===== config.mk =====
export PLATFORM = sky130hd
export DESIGN_NAME = mips_control
export DESIGN_NICKNAME = d
export VERILOG_FILES = /design/src/design/ctrl_pkg.sv /design/src/design/ctrl_decode.sv /design/src/design/ctrl_outputs.sv /design/src/design/ctrl_sequencer.sv /design/src/design/mips_control.sv
export VERILOG_INCLUDE_DIRS = /design/src /design/src/design
export SDC_FILE = /design/constraint.sdc
export NUM_CORES = 1
export LEC_CHECK = 0
export BUFFER_PORTS_ARGS = -buffer_cell sky130_fd_sc_hd__buf_2
export CORE_ASPECT_RATIO = 1.1
export CORE_MARGIN = 3
export CORE_UTILIZATION = 49
export CTS_CLUSTER_DIAMETER = 60
export DETAILED_ROUTE_END_ITERATION = 10
export GPL_ROUTABILITY_DRIVEN = 0
export GPL_TIMING_DRIVEN = 0
export PLACE_DENSITY = 0.79
export SLEW_MARGIN = 20
export SYNTH_ARGS = -nofsm -noshare
export SYNTH_HDL_FRONTEND = slang
export SYNTH_SLANG_ARGS = --single-unit

===== constraint.sdc =====
create_clock -name clk -period 9.26 [get_ports clk]
set_input_delay 2.315 -clock clk [delete_from_list [all_inputs] [get_ports clk]]
set_output_delay 2.315 -clock clk [all_outputs]
set_load 0.05 [all_outputs]

===== src/design/ctrl_defs.svh =====
`ifndef CTRL_DEFS_SVH
`define CTRL_DEFS_SVH

// Instruction field widths
`define CTRL_OP_W 6
`define CTRL_FUNCT_W 6

// Step counter inside a multicycle state
`define CTRL_STEP_W 2

// Memory read cycles before the fetch write step
`define CTRL_FETCH_STEPS 3

// Address and read cycles of a load or store
`define CTRL_MEM_STEPS 3

// Cycles spent reading the exception vector
`define CTRL_EXC_STEPS 2

`endif


===== src/design/ctrl_pkg.sv =====
`default_nettype none

`include "ctrl_defs.svh"

package ctrl_pkg;

        typedef enum logic [`CTRL_OP_W-1:0] {
                OP_RTYPE = 6'h00,
                OP_J     = 6'h02,
                OP_JAL   = 6'h03,
                OP_BEQ   = 6'h04,
                OP_BNE   = 6'h05,
                OP_ADDI  = 6'h08,
                OP_ADDIU = 6'h09,
                OP_LW    = 6'h23,
                OP_SW    = 6'h2B
        } op_e;

        typedef enum logic [`CTRL_FUNCT_W-1:0] {
                FN_BREAK = 6'h0D,
                FN_ADD   = 6'h20,
                FN_SUB   = 6'h22,
                FN_AND   = 6'h24
        } funct_e;

        typedef enum logic [3:0] {
                KIND_ADD, KIND_SUB, KIND_AND, KIND_BREAK,
                KIND_ADDI, KIND_ADDIU, KIND_BEQ, KIND_BNE,
                KIND_LW, KIND_SW, KIND_J, KIND_JAL,
                KIND_ILLEGAL
        } instr_kind_e;

        typedef enum logic [4:0] {
                ST_FETCH, ST_DECODE,
                ST_ADD, ST_SUB, ST_AND,
                ST_ADDI, ST_ADDIU, ST_IMM_WRITE,
                ST_BEQ, ST_BNE, ST_BRANCH_WRITE,
                ST_MEM, ST_LOAD, ST_STORE,
                ST_JAL, ST_J, ST_BREAK,
                ST_EXC_ILLEGAL, ST_EXC_OVERFLOW
        } ctrl_state_e;

        typedef enum logic [2:0] {
                ALU_NONE = 3'd0,
                ALU_ADD  = 3'd1,
                ALU_SUB  = 3'd2,
                ALU_AND  = 3'd3,
                ALU_CMP  = 3'd7
        } alu_op_e;

        typedef enum logic [1:0] {A_SRC_PC = 2'd0, A_SRC_A = 2'd1} a_src_e;

        typedef enum logic [1:0] {
                B_SRC_B = 2'd0, B_SRC_FOUR = 2'd1, B_SRC_IMM = 2'd2, B_SRC_BRANCH_OFFSET = 2'd3
        } b_src_e;

        typedef enum logic [1:0] {
                PC_SRC_ALU_RESULT = 2'd0, PC_SRC_ALU_OUT = 2'd1,
                PC_SRC_JUMP = 2'd2, PC_SRC_EXC_LOAD = 2'd3
        } pc_src_e;

        // Memory address select with the two cause vectors for exceptions
        typedef enum logic [2:0] {
                IORD_PC = 3'd0, IORD_ALU_OUT = 3'd1,
                IORD_EXC_ILLEGAL = 3'd3, IORD_EXC_OVERFLOW = 3'd4
        } iord_e;

        typedef enum logic [2:0] {REG_DST_RT = 3'd0, REG_DST_RD = 3'd1, REG_DST_RA = 3'd4} reg_dst_e;

        typedef enum logic [2:0] {
                REG_DATA_ALU_OUT = 3'd0, REG_DATA_MEM = 3'd1, REG_DATA_PC = 3'd6
        } reg_data_e;

        typedef enum logic [1:0] {LOAD_WORD = 2'd0, LOAD_BYTE = 2'd2} load_size_e;

endpackage

`default_nettype wire


===== src/design/ctrl_decode.sv =====
`timescale 1ns/10ps
`default_nettype none

module ctrl_decode (
        input  wire ctrl_pkg::op_e       op,
        input  wire ctrl_pkg::funct_e    funct,
        output ctrl_pkg::instr_kind_e    kind
);
        import ctrl_pkg::*;

        always_comb begin
                case (op)
                        OP_RTYPE: begin
                                case (funct)
                                        FN_ADD:   kind = KIND_ADD;
                                        FN_SUB:   kind = KIND_SUB;
                                        FN_AND:   kind = KIND_AND;
                                        FN_BREAK: kind = KIND_BREAK;
                                        default:  kind = KIND_ILLEGAL;
                                endcase
                        end
                        OP_ADDI:  kind = KIND_ADDI;
                        OP_ADDIU: kind = KIND_ADDIU;
                        OP_BEQ:   kind = KIND_BEQ;
                        OP_BNE:   kind = KIND_BNE;
                        OP_LW:    kind = KIND_LW;
                        OP_SW:    kind = KIND_SW;
                        OP_J:     kind = KIND_J;
                        OP_JAL:   kind = KIND_JAL;
                        default:  kind = KIND_ILLEGAL;  // Unknown opcode traps
                endcase
        end

endmodule

`default_nettype wire


===== src/design/ctrl_outputs.sv =====
`timescale 1ns/10ps
`default_nettype none

`include "ctrl_defs.svh"

module ctrl_outputs (
        input  wire ctrl_pkg::ctrl_state_e    state,
        input  wire [`CTRL_STEP_W-1:0]        step,
        output ctrl_pkg::pc_src_e             pc_src,
        output ctrl_pkg::a_src_e              alu_src_a,
        output ctrl_pkg::b_src_e              alu_src_b,
        output ctrl_pkg::alu_op_e             alu_op,
        output ctrl_pkg::iord_e               iord,
        output ctrl_pkg::load_size_e          load_ctrl,
        output ctrl_pkg::reg_dst_e            bank_write_reg,
        output ctrl_pkg::reg_data_e           bank_write_data,
        output logic                          wr,
        output logic                          ir_write,
        output logic                          pc_write,
        output logic                          bank_write,
        output logic                          epc_write,
        output logic                          a_write,
        output logic                          b_write,
        output logic                          alu_out_write,
        output logic                          mem_reg_write
);
        import ctrl_pkg::*;

        always_comb begin
                pc_src          = PC_SRC_ALU_RESULT;
                alu_src_a       = A_SRC_PC;
                alu_src_b       = B_SRC_B;
                alu_op          = ALU_NONE;
                iord            = IORD_PC;
                load_ctrl       = LOAD_WORD;
                bank_write_reg  = REG_DST_RT;
                bank_write_data = REG_DATA_ALU_OUT;
                wr              = 1'b0;         // Read unless storing
                ir_write        = 1'b0;
                pc_write        = 1'b0;
                bank_write      = 1'b0;
                epc_write       = 1'b0;
                a_write         = 1'b0;
                b_write         = 1'b0;
                alu_out_write   = 1'b0;
                mem_reg_write   = 1'b0;

                case (state)
                        ST_FETCH: begin
                                alu_src_b = B_SRC_FOUR;         // PC + 4
                                alu_op    = ALU_ADD;
                                if (step == `CTRL_FETCH_STEPS) begin
                                        ir_write = 1'b1;
                                        pc_write = 1'b1;
                                end
                        end
                        ST_DECODE: begin
                                if (step == 0) begin
                                        // Branch target ahead of the compare
                                        alu_src_b     = B_SRC_BRANCH_OFFSET;
                                        alu_op        = ALU_ADD;
                                        a_write       = 1'b1;
                                        b_write       = 1'b1;
                                        alu_out_write = 1'b1;
                                end
                        end
                        ST_ADD, ST_SUB, ST_AND: begin
                                if (step == 0) begin
                                        alu_src_a     = A_SRC_A;
                                        alu_op        = (state == ST_ADD) ? ALU_ADD :
                                                        (state == ST_SUB) ? ALU_SUB : ALU_AND;
                                        alu_out_write = 1'b1;
                                end else begin
                                        bank_write     = 1'b1;
                                        bank_write_reg = REG_DST_RD;
                                end
                        end
                        ST_ADDI, ST_ADDIU: begin
                                alu_src_a     = A_SRC_A;
                                alu_src_b     = B_SRC_IMM;
                                alu_op        = ALU_ADD;
                                alu_out_write = 1'b1;
                        end
                        ST_IMM_WRITE: bank_write = 1'b1;        // rt from ALU_OUT
                        ST_BEQ, ST_BNE: begin
                                alu_src_a = A_SRC_A;
                                alu_op    = ALU_CMP;
                        end
                        ST_BRANCH_WRITE: begin
                                pc_src   = PC_SRC_ALU_OUT;
                                pc_write = 1'b1;
                        end
                        ST_MEM: begin
                                if (step == 0) begin
                                        alu_src_a     = A_SRC_A;
                                        alu_src_b     = B_SRC_IMM;
                                        alu_op        = ALU_ADD;
                                        alu_out_write = 1'b1;
                                end else begin
                                        iord = IORD_ALU_OUT;
                                end
                                if (step == `CTRL_MEM_STEPS) mem_reg_write = 1'b1;
                        end
                        ST_LOAD: begin
                                bank_write      = 1'b1;
                                bank_write_data = REG_DATA_MEM;
                        end
                        ST_STORE: begin
                                wr   = 1'b1;
                                iord = IORD_ALU_OUT;
                        end
                        ST_JAL: begin
                                bank_write      = 1'b1;         // Return address
                                bank_write_reg  = REG_DST_RA;
                                bank_write_data = REG_DATA_PC;
                        end
                        ST_J: begin
                                pc_src   = PC_SRC_JUMP;
                                pc_write = 1'b1;
                        end
                        ST_EXC_ILLEGAL, ST_EXC_OVERFLOW: begin
                                if (step < `CTRL_EXC_STEPS) begin
                                        // EPC gets PC - 4 while the vector is read
                                        alu_src_b     = B_SRC_FOUR;
                                        alu_op        = ALU_SUB;
                                        epc_write     = 1'b1;
                                        mem_reg_write = 1'b1;
                                        iord          = (state == ST_EXC_ILLEGAL) ?
                                                        IORD_EXC_ILLEGAL : IORD_EXC_OVERFLOW;
                                end else begin
                                        load_ctrl = LOAD_BYTE;
                                        pc_src    = PC_SRC_EXC_LOAD;
                                        pc_write  = 1'b1;
                                end
                        end
                        default: ;      // BREAK stays idle
                endcase
        end

endmodule

`default_nettype wire


===== src/design/ctrl_sequencer.sv =====
`timescale 1ns/10ps
`default_nettype none

`include "ctrl_defs.svh"

module ctrl_sequencer (
        input  wire                           clk,
        input  wire                           reset,
        input  wire ctrl_pkg::instr_kind_e    kind,
        input  wire                           overflow,
        input  wire                           eq,
        output ctrl_pkg::ctrl_state_e         state,
        output logic [`CTRL_STEP_W-1:0]       step
);
        import ctrl_pkg::*;

        ctrl_state_e next_state;

        always_comb begin
                next_state = state;
                case (state)
                        ST_FETCH: if (step == `CTRL_FETCH_STEPS) next_state = ST_DECODE;
                        ST_DECODE: begin
                                if (step == 1) begin
                                        case (kind)
                                                KIND_ADD:   next_state = ST_ADD;
                                                KIND_SUB:   next_state = ST_SUB;
                                                KIND_AND:   next_state = ST_AND;
                                                KIND_BREAK: next_state = ST_BREAK;
                                                KIND_ADDI:  next_state = ST_ADDI;
                                                KIND_ADDIU: next_state = ST_ADDIU;
                                                KIND_BEQ:   next_state = ST_BEQ;
                                                KIND_BNE:   next_state = ST_BNE;
                                                KIND_LW,
                                                KIND_SW:    next_state = ST_MEM;
                                                KIND_J:     next_state = ST_J;
                                                KIND_JAL:   next_state = ST_JAL;
                                                default:    next_state = ST_EXC_ILLEGAL;
                                        endcase
                                end
                        end
                        // Overflow is caught before the write step so no bank write leaks out
                        ST_ADD, ST_SUB: begin
                                if (step == 0 && overflow)
                                        next_state = ST_EXC_OVERFLOW;
                                else if (step == 1)
                                        next_state = ST_FETCH;
                        end
                        ST_AND:   if (step == 1) next_state = ST_FETCH;
                        ST_ADDI:  next_state = overflow ? ST_EXC_OVERFLOW : ST_IMM_WRITE;
                        ST_ADDIU: next_state = ST_IMM_WRITE;
                        ST_BEQ:   next_state = eq ? ST_BRANCH_WRITE : ST_FETCH;
                        ST_BNE:   next_state = eq ? ST_FETCH : ST_BRANCH_WRITE;
                        ST_MEM: begin
                                if (step == `CTRL_MEM_STEPS)
                                        next_state = (kind == KIND_SW) ? ST_STORE : ST_LOAD;
                        end
                        ST_JAL:   next_state = ST_J;
                        ST_IMM_WRITE, ST_BRANCH_WRITE,
                        ST_LOAD, ST_STORE, ST_J: next_state = ST_FETCH;
                        ST_BREAK: next_state = ST_BREAK;        // Only reset leaves
                        ST_EXC_ILLEGAL, ST_EXC_OVERFLOW: begin
                                if (step == `CTRL_EXC_STEPS) next_state = ST_FETCH;
                        end
                        default:  next_state = ST_FETCH;
                endcase
        end

        always_ff @(posedge clk) begin
                if (reset) begin
                        state <= ST_FETCH;
                        step  <= '0;
                end else begin
                        state <= next_state;
                        if (next_state != state)
                                step <= '0;
                        else if (state != ST_BREAK)
                                step <= step + 1'b1;
                end
        end

endmodule

`default_nettype wire


===== src/design/mips_control.sv =====
`timescale 1ns/10ps
`default_nettype none

`include "ctrl_defs.svh"

module mips_control (
        input  wire                      clk,
        input  wire                      reset,
        input  wire ctrl_pkg::op_e       op,
        input  wire ctrl_pkg::funct_e    funct,
        input  wire                      overflow,
        input  wire                      eq,
        output ctrl_pkg::pc_src_e        pc_src,
        output ctrl_pkg::a_src_e         alu_src_a,
        output ctrl_pkg::b_src_e         alu_src_b,
        output ctrl_pkg::alu_op_e        alu_op,
        output ctrl_pkg::iord_e          iord,
        output ctrl_pkg::load_size_e     load_ctrl,
        output ctrl_pkg::reg_dst_e       bank_write_reg,
        output ctrl_pkg::reg_data_e      bank_write_data,
        output logic                     wr,
        output logic                     ir_write,
        output logic                     pc_write,
        output logic                     bank_write,
        output logic                     epc_write,
        output logic                     a_write,
        output logic                     b_write,
        output logic                     alu_out_write,
        output logic                     mem_reg_write
);
        import ctrl_pkg::*;

        instr_kind_e             kind;
        ctrl_state_e             state;
        logic [`CTRL_STEP_W-1:0] step;

        ctrl_decode u_decode (
                .op    (op),
                .funct (funct),
                .kind  (kind)
        );

        ctrl_sequencer u_sequencer (
                .clk      (clk),
                .reset    (reset),
                .kind     (kind),
                .overflow (overflow),
                .eq       (eq),
                .state    (state),
                .step     (step)
        );

        ctrl_outputs u_outputs (
                .state           (state),
                .step            (step),
                .pc_src          (pc_src),
                .alu_src_a       (alu_src_a),
                .alu_src_b       (alu_src_b),
                .alu_op          (alu_op),
                .iord            (iord),
                .load_ctrl       (load_ctrl),
                .bank_write_reg  (bank_write_reg),
                .bank_write_data (bank_write_data),
                .wr              (wr),
                .ir_write        (ir_write),
                .pc_write        (pc_write),
                .bank_write      (bank_write),
                .epc_write       (epc_write),
                .a_write         (a_write),
                .b_write         (b_write),
                .alu_out_write   (alu_out_write),
                .mem_reg_write   (mem_reg_write)
        );

endmodule

`default_nettype wire


After elaboration in Yosys (flattened, before gate mapping)
Memories as Yosys holds them, arrays and structs flattened.
Cells that the tools add are included.
Word-level totals
  word-level logic and storage cells: 106
  bits in latches: 0
  output and inout bits: 29
  ROM bits: 80
  memory bits (writable): 0
  memories kept: 1
  bits of input ports: 16
  register bits after elaboration: 7
Memory list
  (no name shown): words 16, width 5, rd ports 1, clocked after memory_dff 0, wr ports 0, RTL line ctrl_sequencer.sv:25  | case (kind)
Cells by class
  multiplexer cells: 48
  magnitude comparators: 1
  div/mod/pow operators: 0
  equal/unequal tests: 36
  reductions and logical operators: 17
  multiply operators: 0
  bitwise logic cells: 0
  shifts and indexed selects: 0
  add/subtract/negate cells: 1
Operator list (count)
  $pmux W5 S12: 1
  $eq A5 B4 Y1 const B: 8
  $pmux W4 S9: 1
  $mux W5: 7
  $eq A6 B6 Y1 const B: 5
  $eq A5 B3 Y1 const B: 4
  $eq A6 B4 Y1 const B: 3
  $pmux W4 S4: 1
  $eq A5 B5 Y1 const B: 3
  $mux W1: 15
  $pmux W3 S5: 1
  $reduce_or A2 Y1: 7
  $eq A6 B2 Y1 const B: 2
  $eq A6 B3 Y1 const B: 2
  $mux W2: 6
  $mux W3: 4
  $pmux W3 S2: 2
  $eq A5 B2 Y1 const B: 2
  $pmux W2 S5: 1
  $pmux W3 S3: 1
  $reduce_or A3 Y1: 3
  $mux W4: 2
  $reduce_or A4 Y1: 2
  $logic_not A6 Y1: 1
  other kinds (16): 19

Logic depth before layout (Yosys ltp)
  word-level depth: 9
  mapped depth: 14
  gate-level depth less buffers: 13

Modules after synthesis
Synthesis repeated with hierarchy kept, for this count alone.
Unflattened totals
  cells, all modules: 249
  area, all modules: 1714.1 sq um
Modules (own cells, without submodules)
  ctrl_sequencer: seq. area each 140.1 sq um, cells each 120, times used 1, area each 907.1 sq um
  ctrl_outputs: seq. area each 0.0 sq um, cells each 95, times used 1, area each 571.8 sq um
  ctrl_decode: seq. area each 0.0 sq um, cells each 34, times used 1, area each 235.2 sq um

Worst setup path before layout
OpenSTA, ideal clock, no wires.
  path type: flip-flop to output port
  start: register u_sequencer.state[2]
  end: output port pc_write
  data arrival time: 2.863 ns
  path buffers: 3
  cell stages (with the launch flop): 7
  path slack: 4.082 ns
  data required time: 6.945 ns
  path through: dfxtp_1 -> clkbuf_1 -> clkbuf_1 -> buf_1 -> nand2_1 -> o21ai_0 -> or2_2
On the way
  longest elaborated chain between the ends: 3
  elaborated cells between the ends (all ways): 8
  those cells by class: eq/ne (4); mux (1); reduce/logical (3)
Ends and longest elaborated chain
  from (decl): RTL line ctrl_sequencer.sv:12  | output ctrl_pkg::ctrl_state_e state,
  from (signal assigned): RTL line ctrl_sequencer.sv:74  | state <= next_state;
  $eq A5 B5 Y1 or $eq A5 B4 Y1 (tied branches): RTL line ctrl_outputs.sv:48  | case (state)
  $reduce_or A2 Y1, on equally long branches
  $pmux W1 S3 *: RTL line ctrl_outputs.sv:48
  to (decl): RTL line mips_control.sv:23  | output logic pc_write,
Every way passes the cells marked *; elsewhere a longest branch is shown, timed or not.

Worst setup path in the final report
  start: register u_sequencer.state[0]
  end: output port alu_op[0]
On the way
  longest elaborated chain between the ends: 5
  elaborated cells between the ends (all ways): 21
  those cells by class: eq/ne (11); mux (4); reduce/logical (6)
Ends and longest elaborated chain
  $eq A5 B2 Y1: RTL line ctrl_outputs.sv:48, ctrl_outputs.sv:71
  $mux W1: RTL line ctrl_outputs.sv:71  | (state == ST_SUB) ? ALU_SUB : ALU_AND;
  $mux W3: RTL line ctrl_outputs.sv:70  | alu_op = (state == ST_ADD) ? ALU_ADD :
  $mux W3: RTL line ctrl_outputs.sv:68  | if (step == 0) begin
  $pmux W3 S5 *: RTL line ctrl_outputs.sv:48
  to (decl): RTL line mips_control.sv:16  | output ctrl_pkg::alu_op_e alu_op,
Marked as above.

==> run summary <==
worst vdd ir -> 66.1 uV
endpoint type of the worst setup path -> output pin
First-pass DRT Iterations -> 5
Max Slew Vio Count -> 0
die area -> 0.00427 sq mm
Core Region -> 0.00321 sq mm
sw power -> 110 uW
vias in the first global route -> 1,913
Cells after Synth -> 266
Pwr Density -> 103 mW/mm^2
hold-fix buffers at CTS -> 0
largest family of logic cells by synthesized area -> simple AND/OR/NAND/NOR gates
GRT overflow -> 0
NumNets Final -> 333
Root Buffer -> clkbuf_4
unrepaired setup endpoints after global routing -> no
clock latency on the worst-skew pair -> 0.24 ns
largest net degree at the start of global routing -> 11
Flop pwr share -> 19.6%
#FFs+latches synth -> 7
Synth cell types -> 58
YS warnings -> 0
CTS tree -> built
Max Fclk -> 0.199 GHz
die width -> 62.6 microns
Synth Area in Compound Gates -> 29.7%
main flop type after synthesis -> dfxtp_1
status -> finished clean
min Tclk post-route -> 5.03 ns
Slew HR -> 60.4%
Adder-Cell Fraction of Synth Area -> 5.08%
Routed Antenna Nets -> 0
CTS Buf Count -> 3
Port Buf Inserts -> 37
Synth Area in Simple Gates -> 39.6%
total wire length -> 5120 microns
Ant. Diodes -> 0
Top-Level Pins -> 45
post-synthesis sequential area ratio -> 8.12%
CP Launch Type -> register
overall power -> 207 uW
top-area cell type share of the netlist area -> 8.12%
worst hold path class -> register to register
layout cell share with drive strength beyond 1 -> 21.4%
Worst Path Arrival -> 2.72 ns
synth top area cells -> dfxtp_1, nor2_1, a21oi_1
clock share of power -> 12.7%
Max Cap Viol -> 0
final std cells w/o fill -> 355
DRC errors left -> 0
row cnt -> 21
post-CTS sizing -> 0
initial antenna violation count -> 0
combinational power share -> 67.6%
Post-synth EDFFs -> 0
Fin Setup TNS -> 0 ns
post-synth top area cell -> dfxtp_1
Max Buffers Root-to-Sink -> 2
Synth Area in XOR/XNOR -> 3.05%
Period Utilization, post-route -> 54.4%
Post CTS Setup Buffer Count -> 0
dpl cells -> 351
CP required -> 6.95 ns
Avg Vias per Cell -> 6.00
htree depth -> 1
Clock Sinks -> 7
cell area after synthesis -> 0.00173 sq mm
Pleak -> 0.000903 uW
Post-synth ARST share -> 0%
post-synthesis mux area share -> 1.16%
Tot GR Track Use -> 24.2%
Vias -> 2,131
Final Hold Fails -> 0
Post-DP HPWL -> 4120 microns
setup violators final -> 0
starting density of the core -> 53.8%
Worst Clk Skew -> 0.000535 ns
crit-path max FO -> 10
Starting DRT DRC Count -> 270
Power Internal -> 96.8 uW
Area Growth Syn to Fin -> 16.0%
Avg WL per Cell -> 14.4 microns
Sw Share -> 53.2%
worst-margin pin slew -> 0.590 ns
Clock Pin Slew Worst Setup and Hold Paths -> 0.05 ns
Die H -> 68.2 microns
syn avg cell area -> 6.49 sq um
Worst Setup Path Type -> register to output pin
first-pass GRT wire length -> 8550 microns
[layout make-up]
| class | instances | area (sq um) |
|---|---|---|
| buffer | 24 | 165 |
| timing repair buffer | 37 | 185 |
| tap | 46 | 57.6 |
| multi-input combinational | 221 | 1370 |
| fill | 323 | 1200 |
| clock buffer | 4 | 26.3 |
| inverter | 16 | 60.1 |
| sequential | 7 | 140 |
[final timing paths]
path	start	endpoint	slack, ns	cells after the start
worst max register to register	u_sequencer.state[2]	u_sequencer.step[0]	7.05	7
worst min register to register	u_sequencer.step[1]	u_sequencer.step[1]	0.60	2
worst min-delay path	u_sequencer.step[1]	u_sequencer.step[1]	0.60	2
worst max-delay path	u_sequencer.state[0]	alu_op[0]	4.23	7
[metrics by stage]
stage | instance area (sq um) | hold slack (ns) | setup WS, ns | utilization, %
2_1_floorplan | 1730 | 0.551 | 4.08 | -
3_3_place_gp | 1980 | 0.578 | 4.06 | 61.6
3_5_place_dp | 1980 | 0.600 | 4.03 | 61.6
4_1_cts | 2000 | 0.607 | 4.29 | 62.5
5_1_grt | 2000 | 0.651 | 4.05 | 62.5
6_report | 2000 | 0.597 | 4.23 | 62.5
[layout by cell type, fill, tap and decap left out, types with 3 or more instances in the layout]
master	count
and3_1	5
nor2_1	34
or2_2	5
nor2b_1	7
xnor2_1	4
nor4_1	4
clkbuf_1	12
clkbuf_8	4
inv_1	15
a31oi_1	7
o21a_1	3
nand2b_1	5
dfxtp_1	7
nor3_1	9
nand3_1	13
a21o_1	3
nand4_1	5
buf_4	5
a21oi_1	20
o21ai_0	14
ha_1	7
conb_1	3
buf_2	38
o211ai_1	4
nor3b_1	3
nand3b_1	5
nand2_1	22
nand4b_1	3
clkbuf_4	3
[worst max-delay path: stages, from the launching register on]
cell and delay (ns):
dfxtp_1 0.44, clkbuf_1 0.39, clkbuf_1 0.40, clkbuf_1 0.44, o21ai_0 0.17, o21a_1 0.14, a211oi_1 0.19, buf_2 0.29
[routing by layer]
layer | global-route usage [%] | wire length, microns | vias up
li1 | - | - | 1039
met1 | 28.3 | 2110 | 953
met2 | 45.8 | 2460 | 127
met3 | 2.46 | 421 | 12
met4 | 9.37 | 127 | 0
met5 | 0 | 0 | -
[synthesized netlist by cell type (4+ instances only)]
| library cell | number |
|---|---|
| or2_2 | 5 |
| nand3_1 | 13 |
| dfxtp_1 | 7 |
| nand4_1 | 5 |
| nand3b_1 | 5 |
| a31oi_1 | 7 |
| nand2_1 | 22 |
| a21oi_1 | 20 |
| nor4_1 | 4 |
| clkbuf_8 | 4 |
| o21ai_0 | 14 |
| and3_1 | 5 |
| nand2b_1 | 5 |
| ha_1 | 7 |
| xnor2_1 | 4 |
| buf_4 | 5 |
| o211ai_1 | 4 |
| nor3_1 | 9 |
| inv_1 | 15 |
| nor2b_1 | 7 |
| nor2_1 | 34 |
| clkbuf_1 | 11 |
[power by group through the flow]
| stage | Clock, uW | Combinational [uW] | Sequential (uW) |
|---|---|---|---|
| floorplan | 0 | 108 | 39.5 |
| global placement | 0 | 136 | 40.8 |
| detailed placement | 0 | 138 | 41.1 |
| CTS | 27.1 | 139 | 40.6 |
| global route | 27.8 | 155 | 41.5 |
| finish | 26.3 | 140 | 40.6 |
[cell families after synthesis]
| family | after synthesis |
|---|---|
| AND/OR/NAND/NOR | 128 |
| other | 1 |
| buffers and inverters | 40 |
| multiplexers | 2 |
| XOR/XNOR | 6 |
| flip-flops | 7 |
| AO/OA/AOI/OAI | 75 |
| adder cells (fa/ha/maj) | 7 |
[state kept, by name, indices dropped and copies added (netlist names)]
| signal | count |
|---|---|
| u_sequencer.state | 5 |
| u_sequencer.step | 2 |
Note: power is estimated with default switching activity, not from simulation.
